==> config.mk <==
export PLATFORM = sky130hd
export DESIGN_NAME = gw_link
export DESIGN_NICKNAME = d
export VERILOG_FILES = /design/src/logic/gw_link_pkg.sv /design/src/logic/tag_trace_rom.sv /design/src/logic/tag_trace_replay.sv /design/src/logic/tag_client.sv /design/src/logic/link_rx.sv /design/src/logic/link_tx.sv /design/src/logic/gw_link.sv
export SDC_FILE = /design/constraint.sdc
export NUM_CORES = 1
export LEC_CHECK = 0
export BUFFER_PORTS_ARGS = -buffer_cell sky130_fd_sc_hd__buf_2
export CAP_MARGIN = 10
export CORE_MARGIN = 3
export CORE_UTILIZATION = 30
export CTS_CLUSTER_DIAMETER = 60
export DETAILED_ROUTE_END_ITERATION = 8
export SYNTH_ARGS = -nofsm -noshare
export SYNTH_HDL_FRONTEND = slang
export SYNTH_HIERARCHICAL = 1
export SYNTH_SLANG_ARGS = --single-unit
export TNS_END_PERCENT = 50
==> constraint.sdc <==
create_clock -name clk_i -period 3.75 [get_ports clk_i]
set_input_delay 0.1875 -clock clk_i [delete_from_list [all_inputs] [get_ports clk_i]]
set_output_delay 0.1875 -clock clk_i [all_outputs]
set_load 0.01 [all_outputs]
==> src/logic/gw_link_pkg.sv <==
`default_nettype none

package gw_link_pkg;

  localparam int TRACE_W      = 16;
  localparam int PAYLOAD_W    = 8;
  localparam int TRACE_ADDR_W = 3;

  // Count field of a wait entry fills all bits below the opcode
  localparam int WAIT_W = TRACE_W - 2;

  // Configuration bits within a tag payload
  localparam int CFG_TX_EN_BIT  = 0;
  localparam int CFG_INVERT_BIT = 1;

  typedef enum logic [1:0] {
    OP_SEND = 2'd0,
    OP_WAIT = 2'd1,
    OP_DONE = 2'd2,
    OP_NOP  = 2'd3
  } trace_op_e;

  // Send view
  typedef struct packed {
    trace_op_e                      op;
    logic [TRACE_W-2-PAYLOAD_W-1:0] rsvd;
    logic [PAYLOAD_W-1:0]           payload;
  } trace_send_s;

  // Wait view
  typedef struct packed {
    trace_op_e         op;
    logic [WAIT_W-1:0] cycles;
  } trace_wait_s;

  // One ROM word, opcode in the same upper bits in both views
  typedef union packed {
    trace_send_s send;
    trace_wait_s delay;
  } trace_entry_u;

endpackage

`default_nettype wire

==> src/logic/tag_trace_rom.sv <==
`timescale 1ns/1ps
`default_nettype none

module tag_trace_rom
(
  input  wire logic [gw_link_pkg::TRACE_ADDR_W-1:0] addr_i,
  output      gw_link_pkg::trace_entry_u            data_o
);
  import gw_link_pkg::*;

  localparam logic [PAYLOAD_W-1:0] CFG_HOLD = PAYLOAD_W'(1 << CFG_INVERT_BIT);
  localparam logic [PAYLOAD_W-1:0] CFG_RUN  =
    PAYLOAD_W'((1 << CFG_INVERT_BIT) | (1 << CFG_TX_EN_BIT));
  localparam logic [WAIT_W-1:0]    SETTLE_CYCLES = WAIT_W'(20);

  always_comb
  begin
    data_o = '0;
    case (addr_i)
      TRACE_ADDR_W'(0):
      begin
        // Transmitter off, polarity inverted
        data_o.send.op      = OP_SEND;
        data_o.send.payload = CFG_HOLD;
      end
      TRACE_ADDR_W'(1):
      begin
        data_o.delay.op     = OP_WAIT;
        data_o.delay.cycles = SETTLE_CYCLES;
      end
      TRACE_ADDR_W'(2):
      begin
        data_o.send.op      = OP_SEND;
        data_o.send.payload = CFG_RUN;
      end
      TRACE_ADDR_W'(3):
        data_o.send.op = OP_DONE;
      default:
        data_o.send.op = OP_NOP;
    endcase
  end

endmodule

`default_nettype wire

==> src/logic/tag_trace_replay.sv <==
`timescale 1ns/1ps
`default_nettype none

module tag_trace_replay
(
  input  wire logic                                 clk_i,
  input  wire logic                                 rst_n_i,
  output      logic [gw_link_pkg::TRACE_ADDR_W-1:0] rom_addr_o,
  input  wire gw_link_pkg::trace_entry_u            rom_data_i,
  output      logic                                 tag_en_o,
  output      logic                                 tag_data_o,
  output      logic                                 done_o
);
  import gw_link_pkg::*;

  localparam logic [1:0] ST_FETCH = 2'd0;
  localparam logic [1:0] ST_SEND  = 2'd1;
  localparam logic [1:0] ST_WAIT  = 2'd2;
  localparam logic [1:0] ST_DONE  = 2'd3;

  localparam int BIT_CNT_W = $clog2(PAYLOAD_W);

  logic [1:0]           state_r;
  logic [BIT_CNT_W-1:0] bit_cnt_r;
  logic [WAIT_W-1:0]    wait_cnt_r;
  logic [PAYLOAD_W-1:0] shift_r;

  //////////////////////////////////////////////////
  // Entry FSM

  always_ff @(posedge clk_i or negedge rst_n_i)
  begin
    if (!rst_n_i)
    begin
      state_r    <= ST_FETCH;
      rom_addr_o <= '0;
      bit_cnt_r  <= '0;
      wait_cnt_r <= '0;
      tag_en_o   <= 1'b0;
      tag_data_o <= 1'b0;
      done_o     <= 1'b0;
    end
    else
    begin
      case (state_r)
        ST_FETCH:
        begin
          tag_en_o   <= 1'b0;
          tag_data_o <= 1'b0;
          case (rom_data_i.send.op)
            OP_SEND:
            begin
              // Start bit this cycle, payload follows
              tag_en_o   <= 1'b1;
              tag_data_o <= 1'b1;
              bit_cnt_r  <= BIT_CNT_W'(PAYLOAD_W - 1);
              state_r    <= ST_SEND;
            end
            OP_WAIT:
            begin
              wait_cnt_r <= rom_data_i.delay.cycles;
              state_r    <= ST_WAIT;
            end
            OP_DONE:
            begin
              done_o  <= 1'b1;
              state_r <= ST_DONE;
            end
            default:
              rom_addr_o <= rom_addr_o + TRACE_ADDR_W'(1);
          endcase
        end
        ST_SEND:
        begin
          tag_data_o <= shift_r[0];
          bit_cnt_r  <= bit_cnt_r - BIT_CNT_W'(1);
          if (bit_cnt_r == '0)
          begin
            state_r    <= ST_FETCH;
            rom_addr_o <= rom_addr_o + TRACE_ADDR_W'(1);
          end
        end
        ST_WAIT:
        begin
          wait_cnt_r <= wait_cnt_r - WAIT_W'(1);
          // A zero count still costs one cycle
          if (wait_cnt_r <= WAIT_W'(1))
          begin
            state_r    <= ST_FETCH;
            rom_addr_o <= rom_addr_o + TRACE_ADDR_W'(1);
          end
        end
        default:
          done_o <= 1'b1;
      endcase
    end
  end

  // Payload bits, LSB first
  always_ff @(posedge clk_i)
  begin
    if (state_r == ST_FETCH)
      shift_r <= rom_data_i.send.payload;
    else if (state_r == ST_SEND)
      shift_r <= shift_r >> 1;
  end

endmodule

`default_nettype wire

==> src/logic/tag_client.sv <==
`timescale 1ns/1ps
`default_nettype none

module tag_client
(
  input  wire logic clk_i,
  input  wire logic rst_n_i,
  input  wire logic tag_en_i,
  input  wire logic tag_data_i,
  output      logic cfg_tx_en_o,
  output      logic cfg_invert_o
);
  import gw_link_pkg::*;

  localparam int BIT_CNT_W = $clog2(PAYLOAD_W);

  logic                 busy_r;
  logic [BIT_CNT_W-1:0] bit_cnt_r;
  logic [PAYLOAD_W-2:0] shift_r;
  logic [PAYLOAD_W-1:0] payload;

  // Last bit joins the ones already shifted in
  assign payload = {tag_data_i, shift_r};

  always_ff @(posedge clk_i or negedge rst_n_i)
  begin
    if (!rst_n_i)
    begin
      busy_r       <= 1'b0;
      bit_cnt_r    <= '0;
      cfg_tx_en_o  <= 1'b0;
      cfg_invert_o <= 1'b0;
    end
    else if (tag_en_i)
    begin
      if (!busy_r)
      begin
        busy_r    <= tag_data_i;
        bit_cnt_r <= '0;
      end
      else
      begin
        bit_cnt_r <= bit_cnt_r + BIT_CNT_W'(1);
        if (bit_cnt_r == BIT_CNT_W'(PAYLOAD_W - 1))
        begin
          busy_r       <= 1'b0;
          cfg_tx_en_o  <= payload[CFG_TX_EN_BIT];
          cfg_invert_o <= payload[CFG_INVERT_BIT];
        end
      end
    end
  end

  always_ff @(posedge clk_i)
  begin
    if (tag_en_i && busy_r)
      shift_r <= {tag_data_i, shift_r[PAYLOAD_W-2:1]};
  end

endmodule

`default_nettype wire

==> src/logic/link_rx.sv <==
`timescale 1ns/1ps
`default_nettype none

module link_rx
#(
  parameter int DATA_W              = 16,
  parameter int LG_FIFO_DEPTH       = 3,
  parameter int LG_TOKEN_DECIMATION = 1
)
(
  input  wire logic              clk_i,
  input  wire logic              rst_n_i,
  input  wire logic              link_v_i,
  input  wire logic [DATA_W-1:0] link_data_i,
  output      logic              link_tkn_o,
  output      logic              deq_v_o,
  output      logic [DATA_W-1:0] deq_data_o,
  input  wire logic              deq_yumi_i
);

  localparam int DEPTH         = 1 << LG_FIFO_DEPTH;
  localparam int PTR_W         = LG_FIFO_DEPTH + 1;
  localparam int TKN_CNT_W     = LG_TOKEN_DECIMATION + 1;
  localparam int TOKEN_CREDITS = 1 << LG_TOKEN_DECIMATION;

  logic [DATA_W-1:0]    mem_r [DEPTH];
  // Top pointer bit tells full from empty
  logic [PTR_W-1:0]     wr_ptr_r;
  logic [PTR_W-1:0]     rd_ptr_r;
  logic [TKN_CNT_W-1:0] tkn_cnt_r;

  assign deq_v_o    = (wr_ptr_r != rd_ptr_r);
  assign deq_data_o = mem_r[rd_ptr_r[LG_FIFO_DEPTH-1:0]];

  always_ff @(posedge clk_i)
  begin
    if (link_v_i)
      mem_r[wr_ptr_r[LG_FIFO_DEPTH-1:0]] <= link_data_i;
  end

  always_ff @(posedge clk_i or negedge rst_n_i)
  begin
    if (!rst_n_i)
    begin
      wr_ptr_r   <= '0;
      rd_ptr_r   <= '0;
      tkn_cnt_r  <= '0;
      link_tkn_o <= 1'b0;
    end
    else
    begin
      link_tkn_o <= 1'b0;
      if (link_v_i)
        wr_ptr_r <= wr_ptr_r + PTR_W'(1);
      if (deq_yumi_i)
      begin
        rd_ptr_r <= rd_ptr_r + PTR_W'(1);
        // One token per group of freed slots
        if (tkn_cnt_r == TKN_CNT_W'(TOKEN_CREDITS - 1))
        begin
          tkn_cnt_r  <= '0;
          link_tkn_o <= 1'b1;
        end
        else
          tkn_cnt_r <= tkn_cnt_r + TKN_CNT_W'(1);
      end
    end
  end

endmodule

`default_nettype wire

==> src/logic/link_tx.sv <==
`timescale 1ns/1ps
`default_nettype none

module link_tx
#(
  parameter int DATA_W              = 16,
  parameter int LG_TOKEN_DECIMATION = 1,
  parameter int REMOTE_CREDITS      = 8
)
(
  input  wire logic              clk_i,
  input  wire logic              rst_n_i,
  input  wire logic              cfg_tx_en_i,
  input  wire logic              cfg_invert_i,
  input  wire logic              deq_v_i,
  input  wire logic [DATA_W-1:0] deq_data_i,
  output      logic              deq_yumi_o,
  output      logic              link_v_o,
  output      logic [DATA_W-1:0] link_data_o,
  input  wire logic              link_tkn_i
);

  localparam int TOKEN_CREDITS = 1 << LG_TOKEN_DECIMATION;
  localparam int CREDIT_W      = $clog2(REMOTE_CREDITS + 1);

  logic [CREDIT_W-1:0] credit_r;
  logic [CREDIT_W-1:0] credit_add;
  logic [CREDIT_W-1:0] credit_sub;

  // Take a word only with a credit in hand
  assign deq_yumi_o = cfg_tx_en_i && deq_v_i && (credit_r != '0);

  assign credit_add = link_tkn_i ? CREDIT_W'(TOKEN_CREDITS) : '0;
  assign credit_sub = deq_yumi_o ? CREDIT_W'(1) : '0;

  always_ff @(posedge clk_i or negedge rst_n_i)
  begin
    if (!rst_n_i)
    begin
      credit_r <= CREDIT_W'(REMOTE_CREDITS);
      link_v_o <= 1'b0;
    end
    else
    begin
      credit_r <= credit_r + credit_add - credit_sub;
      link_v_o <= deq_yumi_o;
    end
  end

  always_ff @(posedge clk_i)
  begin
    if (deq_yumi_o)
      link_data_o <= deq_data_i ^ {DATA_W{cfg_invert_i}};
  end

endmodule

`default_nettype wire

==> src/logic/gw_link.sv <==
`timescale 1ns/1ps
`default_nettype none

module gw_link
#(
  parameter int DATA_W              = 16,
  parameter int LG_FIFO_DEPTH       = 3,
  parameter int LG_TOKEN_DECIMATION = 1,
  parameter int REMOTE_CREDITS      = 8
)
(
  input  wire logic              clk_i,
  input  wire logic              rst_n_i,
  input  wire logic              link_v_i,
  input  wire logic [DATA_W-1:0] link_data_i,
  output      logic              link_tkn_o,
  output      logic              link_v_o,
  output      logic [DATA_W-1:0] link_data_o,
  input  wire logic              link_tkn_i,
  output      logic              done_o
);
  import gw_link_pkg::*;

  logic [TRACE_ADDR_W-1:0] rom_addr;
  trace_entry_u            rom_data;
  logic                    tag_en;
  logic                    tag_data;
  logic                    cfg_tx_en;
  logic                    cfg_invert;
  logic                    deq_v;
  logic [DATA_W-1:0]       deq_data;
  logic                    deq_yumi;

  //////////////////////////////////////////////////
  // Configuration path

  tag_trace_rom i_tag_trace_rom
  (
    .addr_i (rom_addr),
    .data_o (rom_data)
  );

  tag_trace_replay i_tag_trace_replay
  (
    .clk_i      (clk_i),
    .rst_n_i    (rst_n_i),
    .rom_addr_o (rom_addr),
    .rom_data_i (rom_data),
    .tag_en_o   (tag_en),
    .tag_data_o (tag_data),
    .done_o     (done_o)
  );

  tag_client i_tag_client
  (
    .clk_i        (clk_i),
    .rst_n_i      (rst_n_i),
    .tag_en_i     (tag_en),
    .tag_data_i   (tag_data),
    .cfg_tx_en_o  (cfg_tx_en),
    .cfg_invert_o (cfg_invert)
  );

  //////////////////////////////////////////////////
  // Link

  link_rx #(
    .DATA_W              (DATA_W),
    .LG_FIFO_DEPTH       (LG_FIFO_DEPTH),
    .LG_TOKEN_DECIMATION (LG_TOKEN_DECIMATION)
  ) i_link_rx (
    .clk_i       (clk_i),
    .rst_n_i     (rst_n_i),
    .link_v_i    (link_v_i),
    .link_data_i (link_data_i),
    .link_tkn_o  (link_tkn_o),
    .deq_v_o     (deq_v),
    .deq_data_o  (deq_data),
    .deq_yumi_i  (deq_yumi)
  );

  link_tx #(
    .DATA_W              (DATA_W),
    .LG_TOKEN_DECIMATION (LG_TOKEN_DECIMATION),
    .REMOTE_CREDITS      (REMOTE_CREDITS)
  ) i_link_tx (
    .clk_i        (clk_i),
    .rst_n_i      (rst_n_i),
    .cfg_tx_en_i  (cfg_tx_en),
    .cfg_invert_i (cfg_invert),
    .deq_v_i      (deq_v),
    .deq_data_i   (deq_data),
    .deq_yumi_o   (deq_yumi),
    .link_v_o     (link_v_o),
    .link_data_o  (link_data_o),
    .link_tkn_i   (link_tkn_i)
  );

endmodule

`default_nettype wire

==> metrics <==
status=finished clean; antenna cells=0; die height=around 180 um; layout cell share with drive strength beyond 1=around a fifth; Clock Latency Late Sink=0.51 ns; shortest period the worst path allows=roughly 2.4 ns; setup repair bufs after CTS=0; placed wire-length estimate=approximately 10 mm; post-DR vias/cell=approximately 4.7; largest net degree at the start of global routing=35; Clock Skew=between 0.02 and 0.03 ns; Finished Layout Cells=approximately 990; # setup viols final=0; Critical Path RT=between 4 and 5 ns; Async SR Flop Fraction=22.82%; Synth Instances=523; Simple-Gate Fraction of Synth Area=~5.5%; drc violations=0; worst hold-check path type=in -> async; Final nets=roughly 640; leading area contributor after synthesis=edfxtp_1; CP Launch Type=flop; Peak VDD IR=between 0.0004 and 0.0005 V; via count=about 4,600; max-cap viol count=0; fin crit share=a little under two thirds; Clock transition at path regs=roughly 0.06 ns; initial antenna violation count=0; worst slack at placement=roughly 1.4 ns; Area Overhead vs Synth=16.55%; Worst EP arrival=roughly 2.8 ns; vias in the first global route=between 4,000 and 5,000; # port buffers=38; Yosys Warn Count=6; Adder-Cell Fraction of Synth Area=between 3 and 4%; die area=roughly 0.032 mm^2; Rows=between 60 and 70; Tot GR Track Use=about a tenth; io pins=39; largest family of logic cells by synthesized area=multiplexers; worst slew pin tran=between 1 and 1.5 ns; multiplexer area fraction after synthesis=roughly 14%; post-synthesis instance area=roughly 0.0089 mm^2; Filler Cell Count=around 2,700; relative slew slack=between 20% and 30%; Cells after DPL=934; Core Region=between 0.02 and 0.03 mm^2; drt pass-1 iters=6; CTS tree=yes; mean routed wirelength per cell=16.73 um; CTS Buf Count=22; setup ws final=roughly 1.4 ns; fin. max-slew vios=0; Yosys cell types=48; Final ANT Viol Nets=0; leakage power=between 3 and 4 nW; fin util=between 30% and 40%; setup TNS=0 ns; post-synthesis xor/xnor area fraction=between 2 and 3%; H-Tree Depth=1; CTS sink cnt=206; syn_area_per_cell=16.95 um^2; Post-synth top flop=edfxtp_1; RSZ-0062 raised after global routing=false; most numerous cell in the Yosys netlist=edfxtp_1; Post-synth EDFFs=~160; global-route wire length before repair=~26 mm; DP Area=between 0.009 and 0.01 mm^2; drt total wl=16.55 mm; Initial Util=between 30% and 40%; Seq/Total Area, Yosys=67.16%; Yosys reg bits=206; Die X=roughly 180 um; commonest cells in the netlist=159 x edfxtp_1, 46 x dfrtp_1, 29 x mux2_2; Synth top area share=~54%; final instance area=0.01033 mm^2; Root Driver=clkbuf_16; Hold Fails Final Rpt=0; Max FO, Critical Path=29; power per cell area=673.4 mW/mm^2; fmax=roughly 0.42 GHz; Starting DRT DRC Count=~290; main area contributors after synthesis=edfxtp_1 54%, dfrtp_1 13%, mux4_1 7.4%; clk buf depth=3; Critical Path End Type=flop; Congestion Overflow GR=0; critical path class=reg -> reg; Placer Congestion=around 0.75; Synth Area in Compound Gates=around 3%
## worst max-delay path, stage by stage, from the launching register on
cell	delay [ns]
dfrtp_1	0.41
inv_1	0.11
ha_1	0.16
buf_4	0.27
mux2_2	0.57
nand2b_1	0.42
o22ai_1	0.25
a21oi_1	0.06
## layout make-up
type | count | area, um^2 | share of cell area (%)
Clock buffer | 28 | 573.1 | 5.548
Tap cell | 384 | 480.5 | 4.652
Multi-Input combinational cell | 268 | 2645 | 25.61
Clock inverter | 9 | 107.6 | 1.042
Sequential cell | 206 | 5953 | 57.64
Timing Repair Buffer | 71 | 483.0 | 4.676
Inverter | 23 | 86.33 | 0.8359
## cells by family (layout without fill, tap and decap cells)
kind of cell | Yosys count | after routing
multiplexers | 73 | 73
other | 1 | 10
AND/OR/NAND/NOR | 92 | 92
flip-flops | 206 | 206
XOR/XNOR | 30 | 30
adder cells (fa/ha/maj) | 23 | 23
AO/OA/AOI/OAI | 40 | 40
buffers and inverters | 58 | 131
## registers in the layout (all words and copies together), names as in the netlist
signal and flops:
i_link_rx/link_tkn_o 1, i_link_rx/mem_r 128, i_link_rx/rd_ptr_r 4, i_link_rx/tkn_cnt_r 2, i_link_rx/wr_ptr_r 4, i_link_tx/credit_r 4, i_link_tx/link_data_o 16, i_link_tx/link_v_o 1
i_tag_client/bit_cnt_r 3, i_tag_client/busy_r 1, i_tag_client/cfg_invert_o 1, i_tag_client/cfg_tx_en_o 1, i_tag_client/shift_r 7, i_tag_trace_replay/bit_cnt_r 3, i_tag_trace_replay/done_o 1, i_tag_trace_replay/rom_addr_o 3
i_tag_trace_replay/shift_r 8, i_tag_trace_replay/state_r 2, i_tag_trace_replay/tag_data_o 1, i_tag_trace_replay/tag_en_o 1, i_tag_trace_replay/wait_cnt_r 14
## power by group
group	total, mW	switching, mW	internal, mW
Combinational	1.62	0.910	0.710
Clock	2.04	0.827	1.22
Sequential	3.29	0.285	3.01
## what timing repair did
action                                  in CTS  in global routing
gates resized for setup                      0                  0
hold endpoints to repair                   148                  0
hold buffers                                18                  0
endpoints found under the setup margin       0                  0
## path summary, 6_finish.rpt
path	endpoint	slack (ns)	cells past startpoint	start
hold reg to reg	i_tag_client/shift_r[2]	0.42	0	i_tag_client/shift_r[3]
setup / recovery	i_tag_trace_replay/wait_cnt_r[8]	1.36	7	i_tag_trace_replay/state_r[0]
setup reg to reg	i_tag_trace_replay/wait_cnt_r[8]	1.36	7	i_tag_trace_replay/state_r[0]
hold / removal	i_tag_trace_replay/done_o	0.17	2	rst_n_i
min in group clk_i	i_link_tx/credit_r[2]	0.26	5	link_tkn_i
max in group asynchronous	i_link_tx/credit_r[3]	2.75	3	rst_n_i
## cells in the final DEF, fill, tap and decap left out, types with 3 or more instances in the layout
cell / count
nand2_1: 15
dfrtp_1: 45
nand4_1: 6
o22ai_1: 11
conb_1: 10
or3_1: 3
clkbuf_16: 22
nor3_1: 5
buf_2: 38
buf_4: 15
o21ai_0: 6
mux2_2: 29
a22o_1: 3
nor3b_1: 4
mux4_1: 25
ha_1: 22
mux2i_1: 9
edfxtp_1: 159
nand2b_1: 11
inv_1: 23
dlygate4sd3_1: 18
nand3_1: 8
xor2_1: 20
clkbuf_1: 6
and2_1: 5
nor2_1: 22
mux4_2: 7
or4_1: 3
a21oi_1: 13
xnor2_1: 10
clkinv_1: 4
## metal layers
metal  up-vias  wire [um]  track usage [%]
met3        32        696            2.075
li1       2118          -                -
met1      2375       7093            13.61
met2        88       8380            18.61
met4         0        374            2.880
met5         -          0                0
## through the flow
step | power (mW) | hold WS, ns
floorplan | 4.511 | -0.1081
global placement | 4.843 | 0.1537
detailed placement | 4.961 | 0.1633
CTS | 7.057 | 0.1781
global route | 7.392 | 0.2112
finish | 6.955 | 0.1734
No activity file was read; power rests on OpenSTA's default activity.
